File: src/logic/fetch_pkg.sv
package fetch_pkg;

  // PC field widths.
  localparam int offset_bits = 4;
  localparam int index_bits = 2;
  localparam int tag_bits = 32 - offset_bits - index_bits;

  localparam int line_count = 1 << index_bits;
  localparam int beats_per_line = 4;

  localparam logic [31:0] reset_pc = 32'h8000_0000;

  typedef struct packed {
    logic [tag_bits-1:0]   tag;
    logic [index_bits-1:0] index;
    logic [1:0]            word_sel;
    logic [1:0]            byte_off;
  } pc_fields_t;

  // Flat view for fill shifting, word view for hit selection.
  typedef union packed {
    logic [beats_per_line*32-1:0]         flat;
    logic [beats_per_line-1:0][31:0]      words;
  } cache_line_t;

  typedef struct packed {
    logic [31:0] araddr;
    logic [7:0]  arlen;
    logic        arvalid;
  } axi_ar_t;

  typedef struct packed {
    logic [31:0] rdata;
    logic [1:0]  rresp;
    logic        rvalid;
    logic        rlast;
  } axi_r_t;

  // Configuration register offsets.
  typedef enum logic [1:0] {
    ctrl   = 2'd0,
    hits   = 2'd1,
    misses = 2'd2
  } cfg_addr_t;

endpackage

File: src/logic/icache_array.sv
`timescale 1ns/1ps

module icache_array (
  input  logic                               clock,
  input  logic                               reset,
  input  fetch_pkg::pc_fields_t              lookup_pc,
  output logic                               hit,
  output logic [31:0]                        hit_word,
  input  logic [fetch_pkg::index_bits-1:0]   fill_index,
  input  logic [fetch_pkg::tag_bits-1:0]     fill_tag,
  input  logic                               fill_valid,
  input  logic [31:0]                        fill_data,
  input  logic                               fill_last,
  input  logic                               flush
);

  fetch_pkg::cache_line_t            lines [fetch_pkg::line_count];
  logic [fetch_pkg::tag_bits-1:0]    tags [fetch_pkg::line_count];
  logic [fetch_pkg::line_count-1:0]  valid;
  logic                              filling;
  fetch_pkg::cache_line_t            lookup_line;

  assign lookup_line = lines[lookup_pc.index];
  assign hit = valid[lookup_pc.index] && (tags[lookup_pc.index] == lookup_pc.tag);
  assign hit_word = lookup_line.words[lookup_pc.word_sel];

  // Beats enter at the top, so the first beat ends up in word 0.
  always_ff @(posedge clock) begin
    if (fill_valid) begin
      lines[fill_index].flat <= {fill_data, lines[fill_index].flat[127:32]};
      if (fill_last) begin
        tags[fill_index] <= fill_tag;
      end
    end
  end

  always_ff @(posedge clock) begin
    if (reset) begin
      valid <= '0;
      filling <= 1'b0;
    end else begin
      if (fill_valid) begin
        filling <= !fill_last;
      end
      if (flush) begin
        valid <= '0;
      end else if (fill_valid && fill_last) begin
        valid[fill_index] <= 1'b1;
      end else if (fill_valid && !filling) begin
        // Line is stale while its beats are being replaced.
        valid[fill_index] <= 1'b0;
      end
    end
  end

  // A line only turns valid on a last beat that no flush cancelled.
  flush_wins: assert property (
    @(posedge clock) disable iff (reset)
    ((valid & ~$past(valid)) != '0) |-> $past(fill_valid && fill_last && !flush)
  );

endmodule

File: src/logic/refill_master.sv
`timescale 1ns/1ps

module refill_master (
  input  logic                               clock,
  input  logic                               reset,
  input  logic                               refill_start,
  input  logic [31:0]                        refill_addr,
  output fetch_pkg::axi_ar_t                 ar,
  input  logic                               arready,
  output logic                               rready,
  input  fetch_pkg::axi_r_t                  r,
  output logic [fetch_pkg::index_bits-1:0]   fill_index,
  output logic [fetch_pkg::tag_bits-1:0]     fill_tag,
  output logic                               fill_valid,
  output logic [31:0]                        fill_data,
  output logic                               fill_last,
  output logic                               fill_done
);

  logic [31:fetch_pkg::offset_bits]                  line_addr;
  logic                                              arvalid;
  logic [$clog2(fetch_pkg::beats_per_line)-1:0]      beat_count;

  assign ar.araddr = {line_addr, {fetch_pkg::offset_bits{1'b0}}};
  assign ar.arlen = 8'(fetch_pkg::beats_per_line - 1);
  assign ar.arvalid = arvalid;

  assign fill_valid = rready && r.rvalid;
  assign fill_data = r.rdata;
  assign fill_last = r.rlast;
  assign fill_index = line_addr[fetch_pkg::offset_bits +: fetch_pkg::index_bits];
  assign fill_tag = line_addr[31 -: fetch_pkg::tag_bits];

  always_ff @(posedge clock) begin
    if (refill_start) begin
      line_addr <= refill_addr[31:fetch_pkg::offset_bits];
    end
  end

  always_ff @(posedge clock) begin
    if (reset) begin
      arvalid <= 1'b0;
      rready <= 1'b0;
      fill_done <= 1'b0;
      beat_count <= '0;
    end else begin
      fill_done <= fill_valid && r.rlast;
      if (refill_start) begin
        arvalid <= 1'b1;
        beat_count <= '0;
      end else if (arvalid && arready) begin
        arvalid <= 1'b0;
        rready <= 1'b1;
      end
      if (fill_valid) begin
        beat_count <= beat_count + 1'b1;
        if (r.rlast) begin
          rready <= 1'b0;
        end
      end
    end
  end

  // Burst length must match the line size.
  rlast_on_last_beat: assert property (
    @(posedge clock) disable iff (reset)
    fill_valid |-> (r.rlast == (beat_count == 2'(fetch_pkg::beats_per_line - 1)))
  );

endmodule

File: src/logic/fetch_unit.sv
`timescale 1ns/1ps

module fetch_unit (
  input  logic                   clock,
  input  logic                   reset,
  input  logic                   redirect,
  input  logic [31:0]            redirect_pc,
  input  logic                   idu_ready,
  output logic                   inst_valid,
  output logic [31:0]            inst,
  output logic [31:0]            inst_pc,
  output logic                   inst_addr_misaligned,
  output fetch_pkg::pc_fields_t  lookup_pc,
  input  logic                   hit,
  input  logic [31:0]            hit_word,
  output logic                   refill_start,
  output logic [31:0]            refill_addr,
  input  logic                   fill_done,
  input  logic                   cache_enable,
  output logic                   hit_event,
  output logic                   miss_event
);

  typedef enum logic [1:0] {
    st_lookup,
    st_refill,
    st_fault
  } state_t;

  state_t       state;
  logic [31:0]  pc;
  logic         take_fill;
  logic         slot_free;
  logic         use_hit;

  assign lookup_pc = pc;
  assign slot_free = !inst_valid || idu_ready;
  // With the cache off, only the word just refilled may be taken.
  assign use_hit = hit && (cache_enable || take_fill);

  always_ff @(posedge clock) begin
    if (reset) begin
      state <= st_lookup;
      pc <= fetch_pkg::reset_pc;
      take_fill <= 1'b0;
      inst_valid <= 1'b0;
      inst_addr_misaligned <= 1'b0;
      refill_start <= 1'b0;
      hit_event <= 1'b0;
      miss_event <= 1'b0;
    end else begin
      refill_start <= 1'b0;
      hit_event <= 1'b0;
      miss_event <= 1'b0;
      inst_addr_misaligned <= 1'b0;
      if (inst_valid && idu_ready) begin
        inst_valid <= 1'b0;
      end

      if (redirect) begin
        pc <= redirect_pc;
        inst_valid <= 1'b0;
        if (state == st_fault) begin
          state <= st_lookup;
        end
      end else if (state == st_lookup && slot_free) begin
        take_fill <= 1'b0;
        if (pc[1:0] != 2'b00) begin
          inst_pc <= pc;
          inst_addr_misaligned <= 1'b1;
          state <= st_fault;
        end else if (use_hit) begin
          inst <= hit_word;
          inst_pc <= pc;
          inst_valid <= 1'b1;
          pc <= pc + 32'd4;
          hit_event <= !take_fill;
        end else begin
          refill_addr <= {pc[31:fetch_pkg::offset_bits], {fetch_pkg::offset_bits{1'b0}}};
          refill_start <= 1'b1;
          miss_event <= 1'b1;
          state <= st_refill;
        end
      end

      // An in-flight refill always finishes, even across a redirect.
      if (state == st_refill && fill_done) begin
        state <= st_lookup;
        take_fill <= !cache_enable;
      end
    end
  end

  // No new refill request inside a refill wait.
  single_refill: assert property (
    @(posedge clock) disable iff (reset)
    (state == st_refill && $past(state) == st_refill) |-> !refill_start
  );

endmodule

File: src/logic/fetch_ctrl_regs.sv
`timescale 1ns/1ps

module fetch_ctrl_regs (
  input  logic                  clock,
  input  logic                  reset,
  input  logic                  cfg_write,
  input  fetch_pkg::cfg_addr_t  cfg_addr,
  input  logic [31:0]           cfg_wdata,
  output logic [31:0]           cfg_rdata,
  output logic                  cache_enable,
  output logic                  flush,
  input  logic                  hit_event,
  input  logic                  miss_event
);

  logic [31:0] hit_count;
  logic [31:0] miss_count;

  always_ff @(posedge clock) begin
    if (reset) begin
      cache_enable <= 1'b1;
      flush <= 1'b0;
      hit_count <= '0;
      miss_count <= '0;
    end else begin
      flush <= 1'b0;
      if (cfg_write && cfg_addr == fetch_pkg::ctrl) begin
        cache_enable <= cfg_wdata[0];
        flush <= cfg_wdata[1];
      end

      // A write to a counter clears it.
      if (cfg_write && cfg_addr == fetch_pkg::hits) begin
        hit_count <= '0;
      end else if (hit_event) begin
        hit_count <= hit_count + 32'd1;
      end

      if (cfg_write && cfg_addr == fetch_pkg::misses) begin
        miss_count <= '0;
      end else if (miss_event) begin
        miss_count <= miss_count + 32'd1;
      end
    end
  end

  always_comb begin
    case (cfg_addr)
      // Flush bit is write-only.
      fetch_pkg::ctrl:   cfg_rdata = {31'd0, cache_enable};
      fetch_pkg::hits:   cfg_rdata = hit_count;
      fetch_pkg::misses: cfg_rdata = miss_count;
      default:           cfg_rdata = '0;
    endcase
  end

endmodule

File: src/logic/fetch_top.sv
`timescale 1ns/1ps

module fetch_top (
  input  logic                  clock,
  input  logic                  reset,
  input  logic                  redirect,
  input  logic [31:0]           redirect_pc,
  input  logic                  idu_ready,
  output logic                  inst_valid,
  output logic [31:0]           inst,
  output logic [31:0]           inst_pc,
  output logic                  inst_addr_misaligned,
  output fetch_pkg::axi_ar_t    ar,
  input  logic                  arready,
  output logic                  rready,
  input  fetch_pkg::axi_r_t     r,
  input  logic                  cfg_write,
  input  fetch_pkg::cfg_addr_t  cfg_addr,
  input  logic [31:0]           cfg_wdata,
  output logic [31:0]           cfg_rdata
);

  fetch_pkg::pc_fields_t               lookup_pc;
  logic                                hit;
  logic [31:0]                         hit_word;
  logic                                refill_start;
  logic [31:0]                         refill_addr;
  logic [fetch_pkg::index_bits-1:0]    fill_index;
  logic [fetch_pkg::tag_bits-1:0]      fill_tag;
  logic                                fill_valid;
  logic [31:0]                         fill_data;
  logic                                fill_last;
  logic                                fill_done;
  logic                                cache_enable;
  logic                                flush;
  logic                                hit_event;
  logic                                miss_event;

  fetch_unit u_fetch_unit (.*);

  icache_array u_icache_array (.*);

  refill_master u_refill_master (.*);

  fetch_ctrl_regs u_fetch_ctrl_regs (.*);

endmodule

File: config.mk
export PLATFORM = sky130hd
export DESIGN_NAME = fetch_top
export DESIGN_NICKNAME = d
export VERILOG_FILES = /design/src/logic/fetch_pkg.sv /design/src/logic/icache_array.sv /design/src/logic/refill_master.sv /design/src/logic/fetch_unit.sv /design/src/logic/fetch_ctrl_regs.sv /design/src/logic/fetch_top.sv
export SDC_FILE = /design/constraint.sdc
export NUM_CORES = 1
export LEC_CHECK = 0
export BUFFER_PORTS_ARGS = -buffer_cell sky130_fd_sc_hd__buf_2
export CORE_ASPECT_RATIO = 2
export CORE_UTILIZATION = 30
export CTS_CLUSTER_SIZE = 30
export DETAILED_ROUTE_END_ITERATION = 6
export PLACE_DENSITY = 0.54
export SLEW_MARGIN = 25
export SYNTH_ARGS = -nofsm -noshare
export SYNTH_HDL_FRONTEND = slang
export SYNTH_SLANG_ARGS = --single-unit
File: constraint.sdc
create_clock -name clock -period 15.4 [get_ports clock]
set_input_delay 3.08 -clock clock [delete_from_list [all_inputs] [get_ports clock]]
set_output_delay 3.08 -clock clock [all_outputs]
set_load 0.05 [all_outputs]
=== After elaboration in Yosys (flattened, before gate mapping) ===
Memory sizes are Yosys's and may differ from the RTL's. A register that Yosys moved wholly into a read port is not among the register bits.
Cells that the tools add are included.

* Add/sub/neg operators: 3
* Order comparisons: 4
* Equality and inequality tests: 9
* Mux-type cells: 45
* Bitwise operators: 9
* Reduce and logical (&&, ||, !) cells: 44

{| class="wikitable"
|+ Operators by type and width
! operator !! number
|-
| two-way mux 32 bit || 7
|-
| one-hot mux 32 bit (3 select lines) || 1
|-
| adder 32 x 1 -> 32 bit (second input constant) || 2
|-
| binary-select mux 32 bit (select 2 bit) || 1
|-
| adder 32 x 3 -> 32 bit (second input constant) || 1
|-
| equality test 26 bit || 1
|-
| two-way mux 1 bit || 22
|-
| two-way mux 2 bit || 10
|-
| nonzero test 2 bit || 7
|-
| logical AND 1 bit || 13
|-
| OR reduction 2 bit || 6
|-
| AND reduction 5 bit || 2
|-
| less-than comparator 2 x 3 -> 1 bit (second input constant) || 3
|-
| two-way mux 4 bit || 2
|-
| inverter 1 bit || 6
|-
| AND reduction 3 bit || 2
|-
| zero test 1 bit || 5
|-
| OR reduction 5 bit || 1
|-
| bitwise AND 4 bit || 1
|-
| equality test 2 x 1 -> 1 bit (second input constant) || 2
|-
| equality test 2 bit (second input constant) || 2
|-
| zero test 2 bit || 2
|-
| != test 2 x 1 -> 1 bit (second input constant) || 2
|-
| inverter 4 bit || 1
|-
| 11 further kinds || 12
|}

* Register bits after elaboration: 233
* RAM bits: 616
* Input bits: 108
* Output and inout port bits: 140
* Word-level logic and storage cells: 136
* Memories kept: 2

{| class="wikitable"
|+ Memory list
! name !! words !! width !! rd ports !! clocked after memory_dff !! write ports !! RTL line !! source
|-
| u_icache_array.lines || 4 || 128 || 2 || 2 || 1 || icache_array.sv:17 || <nowiki>fetch_pkg::cache_line_t lines [fetch_pkg::line_count];</nowiki>
|-
| u_icache_array.tags || 4 || 26 || 1 || 1 || 1 || icache_array.sv:18 || <nowiki>logic [fetch_pkg::tag_bits-1:0] tags [fetch_pkg::line_count];</nowiki>
|}

=== Longest topological paths before layout ===
* Depth in word-level cells: 10
* Depth in mapped cells: 12
* Gate-level depth less buffers: 7

=== Modules after synthesis ===
From an unflattened synthesis, not the netlist that was laid out.

* Cell total of the unflattened synthesis: 1950
* Area, all modules: 35861.9 µm²

{| class="wikitable"
|+ By module, submodules not included
! module !! times used !! cells each !! area each (µm²) !! sequential area each (µm²)
|-
| icache_array || 1 || 1076 || 25983.7 || 18597.8
|-
| fetch_unit || 1 || 359 || 4953.5 || 3543.4
|-
| fetch_ctrl_regs || 1 || 400 || 3405.8 || 1321.3
|-
| refill_master || 1 || 115 || 1519.0 || 900.9
|}

=== Least setup slack after synthesis ===
No wires, ideal clock.

* Kind: in2reg
* Start point: input r[1] in the netlist's numbering
* End point: memory u_icache_array.lines[2][0] in the netlist's numbering, enable pin
* Library setup time: 0.804 ns
* Arrival time: 12.585 ns
* Required time: 14.596 ns
* Path slack: 2.011 ns
* Stages: 2
* Buffers on the path: 0
* Path through: nand2_1 > nor3b_1

* Word-level cells in the longest chain between the ends: 3

{| class="wikitable"
|+ RTL lines
! what !! RTL line !! source
|-
| start: declaration || fetch_top.sv:16 || <nowiki>input fetch_pkg::axi_r_t r,</nowiki>
|-
| logical AND 1 bit || refill_master.sv:28 || <nowiki>assign fill_valid = rready && r.rvalid;</nowiki>
|-
| two-way mux 1 bit || icache_array.sv:29 || <nowiki>if (fill_valid) begin</nowiki>
|-
| two-way mux 1 bit (implied by the code) || icache_array.sv:30 || <nowiki>lines[fill_index].flat <= {fill_data, lines[fill_index].flat[127:32]};</nowiki>
|-
| end: declaration || icache_array.sv:17 ||
|}

Every way passes these cells.

=== Worst setup path after layout ===
* Start point: input cfg_addr[1]
* End point: output cfg_rdata[17]

* Word-level cells in the longest chain between the ends: 2
* Elaborated cells on any way between the ends: 4
* Those cells by class: eq/ne (2); mux (1); reduce/logical (1)

{| class="wikitable"
|+ RTL lines
! what !! RTL line !! source
|-
| start: declaration || fetch_top.sv:18 || <nowiki>input fetch_pkg::cfg_addr_t cfg_addr,</nowiki>
|-
| equality test 2 bit (tied with other cells) || fetch_ctrl_regs.sv:48 || <nowiki>case (cfg_addr)</nowiki>
|-
| one-hot mux 32 bit (3 select lines) * || fetch_ctrl_regs.sv:48 ||
|-
| end: declaration || fetch_top.sv:20 || <nowiki>output logic [31:0] cfg_rdata</nowiki>
|}

Every way passes the cells marked *; elsewhere a longest branch is shown, timed or not.

==> results.md <==
* Outcome: completed
* Crit-path leading delay family: buffers and inverters
* WL per Instance at 23.1 µm
* Setup Viol. Count Final at 0
* Die H at 489 µm
* CTS clk-pin slew, worst paths at 60 ps
* Vias/cell at 5.15
* Post-synthesis sequential area ratio at 68.7%
* Crit path cell chain: buf_2, nor2b_2, buf_4, a22o_1, buf_2
* Slew @ Worst Pin at 1010 ps
* Sequential cell area at 24,500 µm²
* First-pass GRT wire length at 132,000 µm
* Final net count at 2,269
* Mapped Area at 35,600 µm²
* Synth Area per Inst at 18.2 µm²
* Initial Util at 30.3%
* Multi-input gate area at 10,600 µm²
* Tmin final at 7300 ps
* First-pass DRT Iterations at 5
* Slowest stage delay, CP at 330 ps
* Synth Instances at 1,955
* Number of DRC markers in iteration 0 at 1,170
* PortBufs at 203
* Die width at 246 µm
* Final WL at 86,600 µm
* Cell variety after synth at 65
* Row count at 178
* Clock buffers created by TritonCTS at 81
* Power per standard cell area at 120 nW/µm²
* Number of synthesized register bits at 853
* Highest Clock Rate at 137 MHz
* Critical Path Slowest Stage Cell: buf_4
* Core area at 118,000 µm²
* Post-synth EDFFs at 736
* Fillcell total at 11,154
* WHS Path Cells at 0
* RSZ-0062 raised after global routing: false
* Max cap viols at 0
* CP Buf/Inv Count at 3
* DP Area at 38,400 µm²
* Ys flop type: edfxtp_1
* Antenna viol nets, final at 0
* Worst clock skew at 26.2 ps
* Setup TNS at 0 ps
* Clock sinks at 853
* Final hold violations at 0
* Design area at 41,100 µm²
* CTS tree: done
* DR vias at 19,349
* Critical path data arrival time at 4220 ps
* Finished Layout Cells at 3,754
* Startpoint class of the critical path: primary input
* Async S/R FF share, synth at 0%
* Worst Path Required at 12,320 ps
* Remaining DRCs at 0
* HPWL after DPL at 53,900 µm
* DIE AREA at 120,000 µm²
* Crit path kind: in -> out
* Vias in the first global route at 21,283
* Gpl congestion at 0.912
* Ports at 248
* Most frequent CP cell: buf_2
* Area Growth Syn to Fin at 15.4%
* Leakage at 0.0129 µW
* Fin crit share at 47.4%
* Pins over their slew limit at 0
* Slew margin rel. at 32.4%
* Worst IR drop on VDD at 0.0854 mV
* Yosys warning count at 0
* Worst-skew pair later-pin latency at 680 ps
* GRT Overall Usage at 14.6%
* Initial antenna violation count at 9
* Crit end category: output port
* Post-cts resize count at 0
* CP Depth at 5
* Post-CTS setup repair buffer count at 0
* Placed cells at 3,605
* Longest Clk Path Bufs at 3
* Worst Path Max Fanout at 32
* CTS root buf: clkbuf_16
* CTS H-tree depth at 3
* Pin count of the biggest net entering global routing at 70
* Final Core Density at 34.9%
* R2R depth at 9
* GRT overflow at 0
* Hold crit path type: reg -> reg
* Share of layout cells above drive strength 1 at 30.6%
* Hold-fix buffers at CTS at 0
[layout make-up]
cell class	instances	share of cell area, %
well taps	1530	4.66
multi-input cells	969	25.9
diodes	2	0.0122
clock inverters	47	1.24
inverters	13	0.119
flip-flops and latches	853	59.5
clock buffers	100	5.31
repair buffers	240	3.23
[placed cells by master, fill, tap and decap left out, types with 19 or more instances in the layout]
cell       instances
a21oi_1           20
a22o_1            31
a311oi_1          19
and3_1            24
buf_2            203
buf_4             28
clkbuf_16         83
dfxtp_1          110
edfxtp_1         736
mux2i_1           26
mux4_2           270
nand2_1           56
nand3_1           54
nand4_1           39
nor2_1           107
nor3_1            20
o21ai_0           20
or4_1             22
xnor2_1           27
xor2_1            40
[per-stage QoR]
step | total power (µW) | hold slack (ps) | setup WS [ps]
after CTS | 5030 | 418 | 8090
after global placement | 2950 | 401 | 8130
after global routing | 5120 | 416 | 8030
after detailed placement | 2960 | 405 | 8110
after floorplan | 2860 | 400 | 2010
final | 4950 | 411 | 8100
[cell usage after synthesis, types with 26 or more instances]
cell type	count	share of area, %
dfxtp_1	117	6.6
xnor2_1	27	0.66
mux2i_1	26	0.73
nand3_1	54	0.76
edfxtp_1	736	62
buf_1	34	0.36
nand2_1	58	0.61
clkbuf_1	72	0.76
a22o_1	31	0.76
nand4_1	39	0.69
nor2_1	110	1.2
xor2_1	40	0.98
mux4_2	270	17
[per-layer routing]
layer  share of wire, %  global-route usage, %  routed length [µm]  vias up
met1                 36                   15.3               31000    10159
met3                5.3                   2.86                4550      162
li1                   -                      -                   -     8455
met4                3.9                   7.14                3340       14
met5               0.11                      0                  92        -
met2                 55                   27.3               47600      559
[worst reg2reg max path: cells and delay by family, from the launching register on]
family	cells	cell delay (ps)
AND/OR/NAND/NOR	3	1300
AO/OA/AOI/OAI	3	1240
buffers and inverters	2	1150
flip-flops	1	760
multiplexers	1	230
[cell families after synthesis]
kind of cell             Yosys count  synth area share (%)
flip-flops                       853                  68.7
AND/OR/NAND/NOR                  418                  6.15
XOR/XNOR                          67                  1.65
multiplexers                     308                  18.2
other                              2                0.0211
buffers and inverters            143                  1.78
adder cells (fa/ha/maj)            3                 0.105
AO/OA/AOI/OAI                    161                  3.42
[worst paths after layout]
kind,from,to,slack (ps)
min,u_fetch_unit.refill_addr[22]$_DFFE_PP_,u_refill_master.line_addr[22]$_DFFE_PP_,410
max reg2reg,register,u_fetch_unit.inst_pc[20]$_DFFE_PP_,10320
max,cfg_addr[1],cfg_rdata[17],8100
min reg2reg,u_fetch_unit.refill_addr[22]$_DFFE_PP_,u_refill_master.line_addr[22]$_DFFE_PP_,410
[power by group]
group | switching (µW) | total [µW] | internal, µW | leakage (µW)
registers | 39.6 | 2590 | 2550 | 0.00760
logic | 185 | 322 | 136 | 0.00400
clock network | 904 | 2040 | 1140 | 0.00131
total | 1130 | 4950 | 3820 | 0.0129
[state kept, by name, indices dropped and copies added, names as in the netlist, 2 cells and up, named ones only]
name	flops
u_fetch_unit.refill_addr	28
u_icache_array.lines	512
u_fetch_ctrl_regs.hit_count	32
u_refill_master.line_addr	28
u_icache_array.tags	104
u_fetch_ctrl_regs.miss_count	32
u_fetch_unit.inst	32
u_fetch_unit.inst_pc	32
u_fetch_unit.state	2
u_fetch_unit.lookup_pc	32
Note: power is estimated with default switching activity, not from simulation.
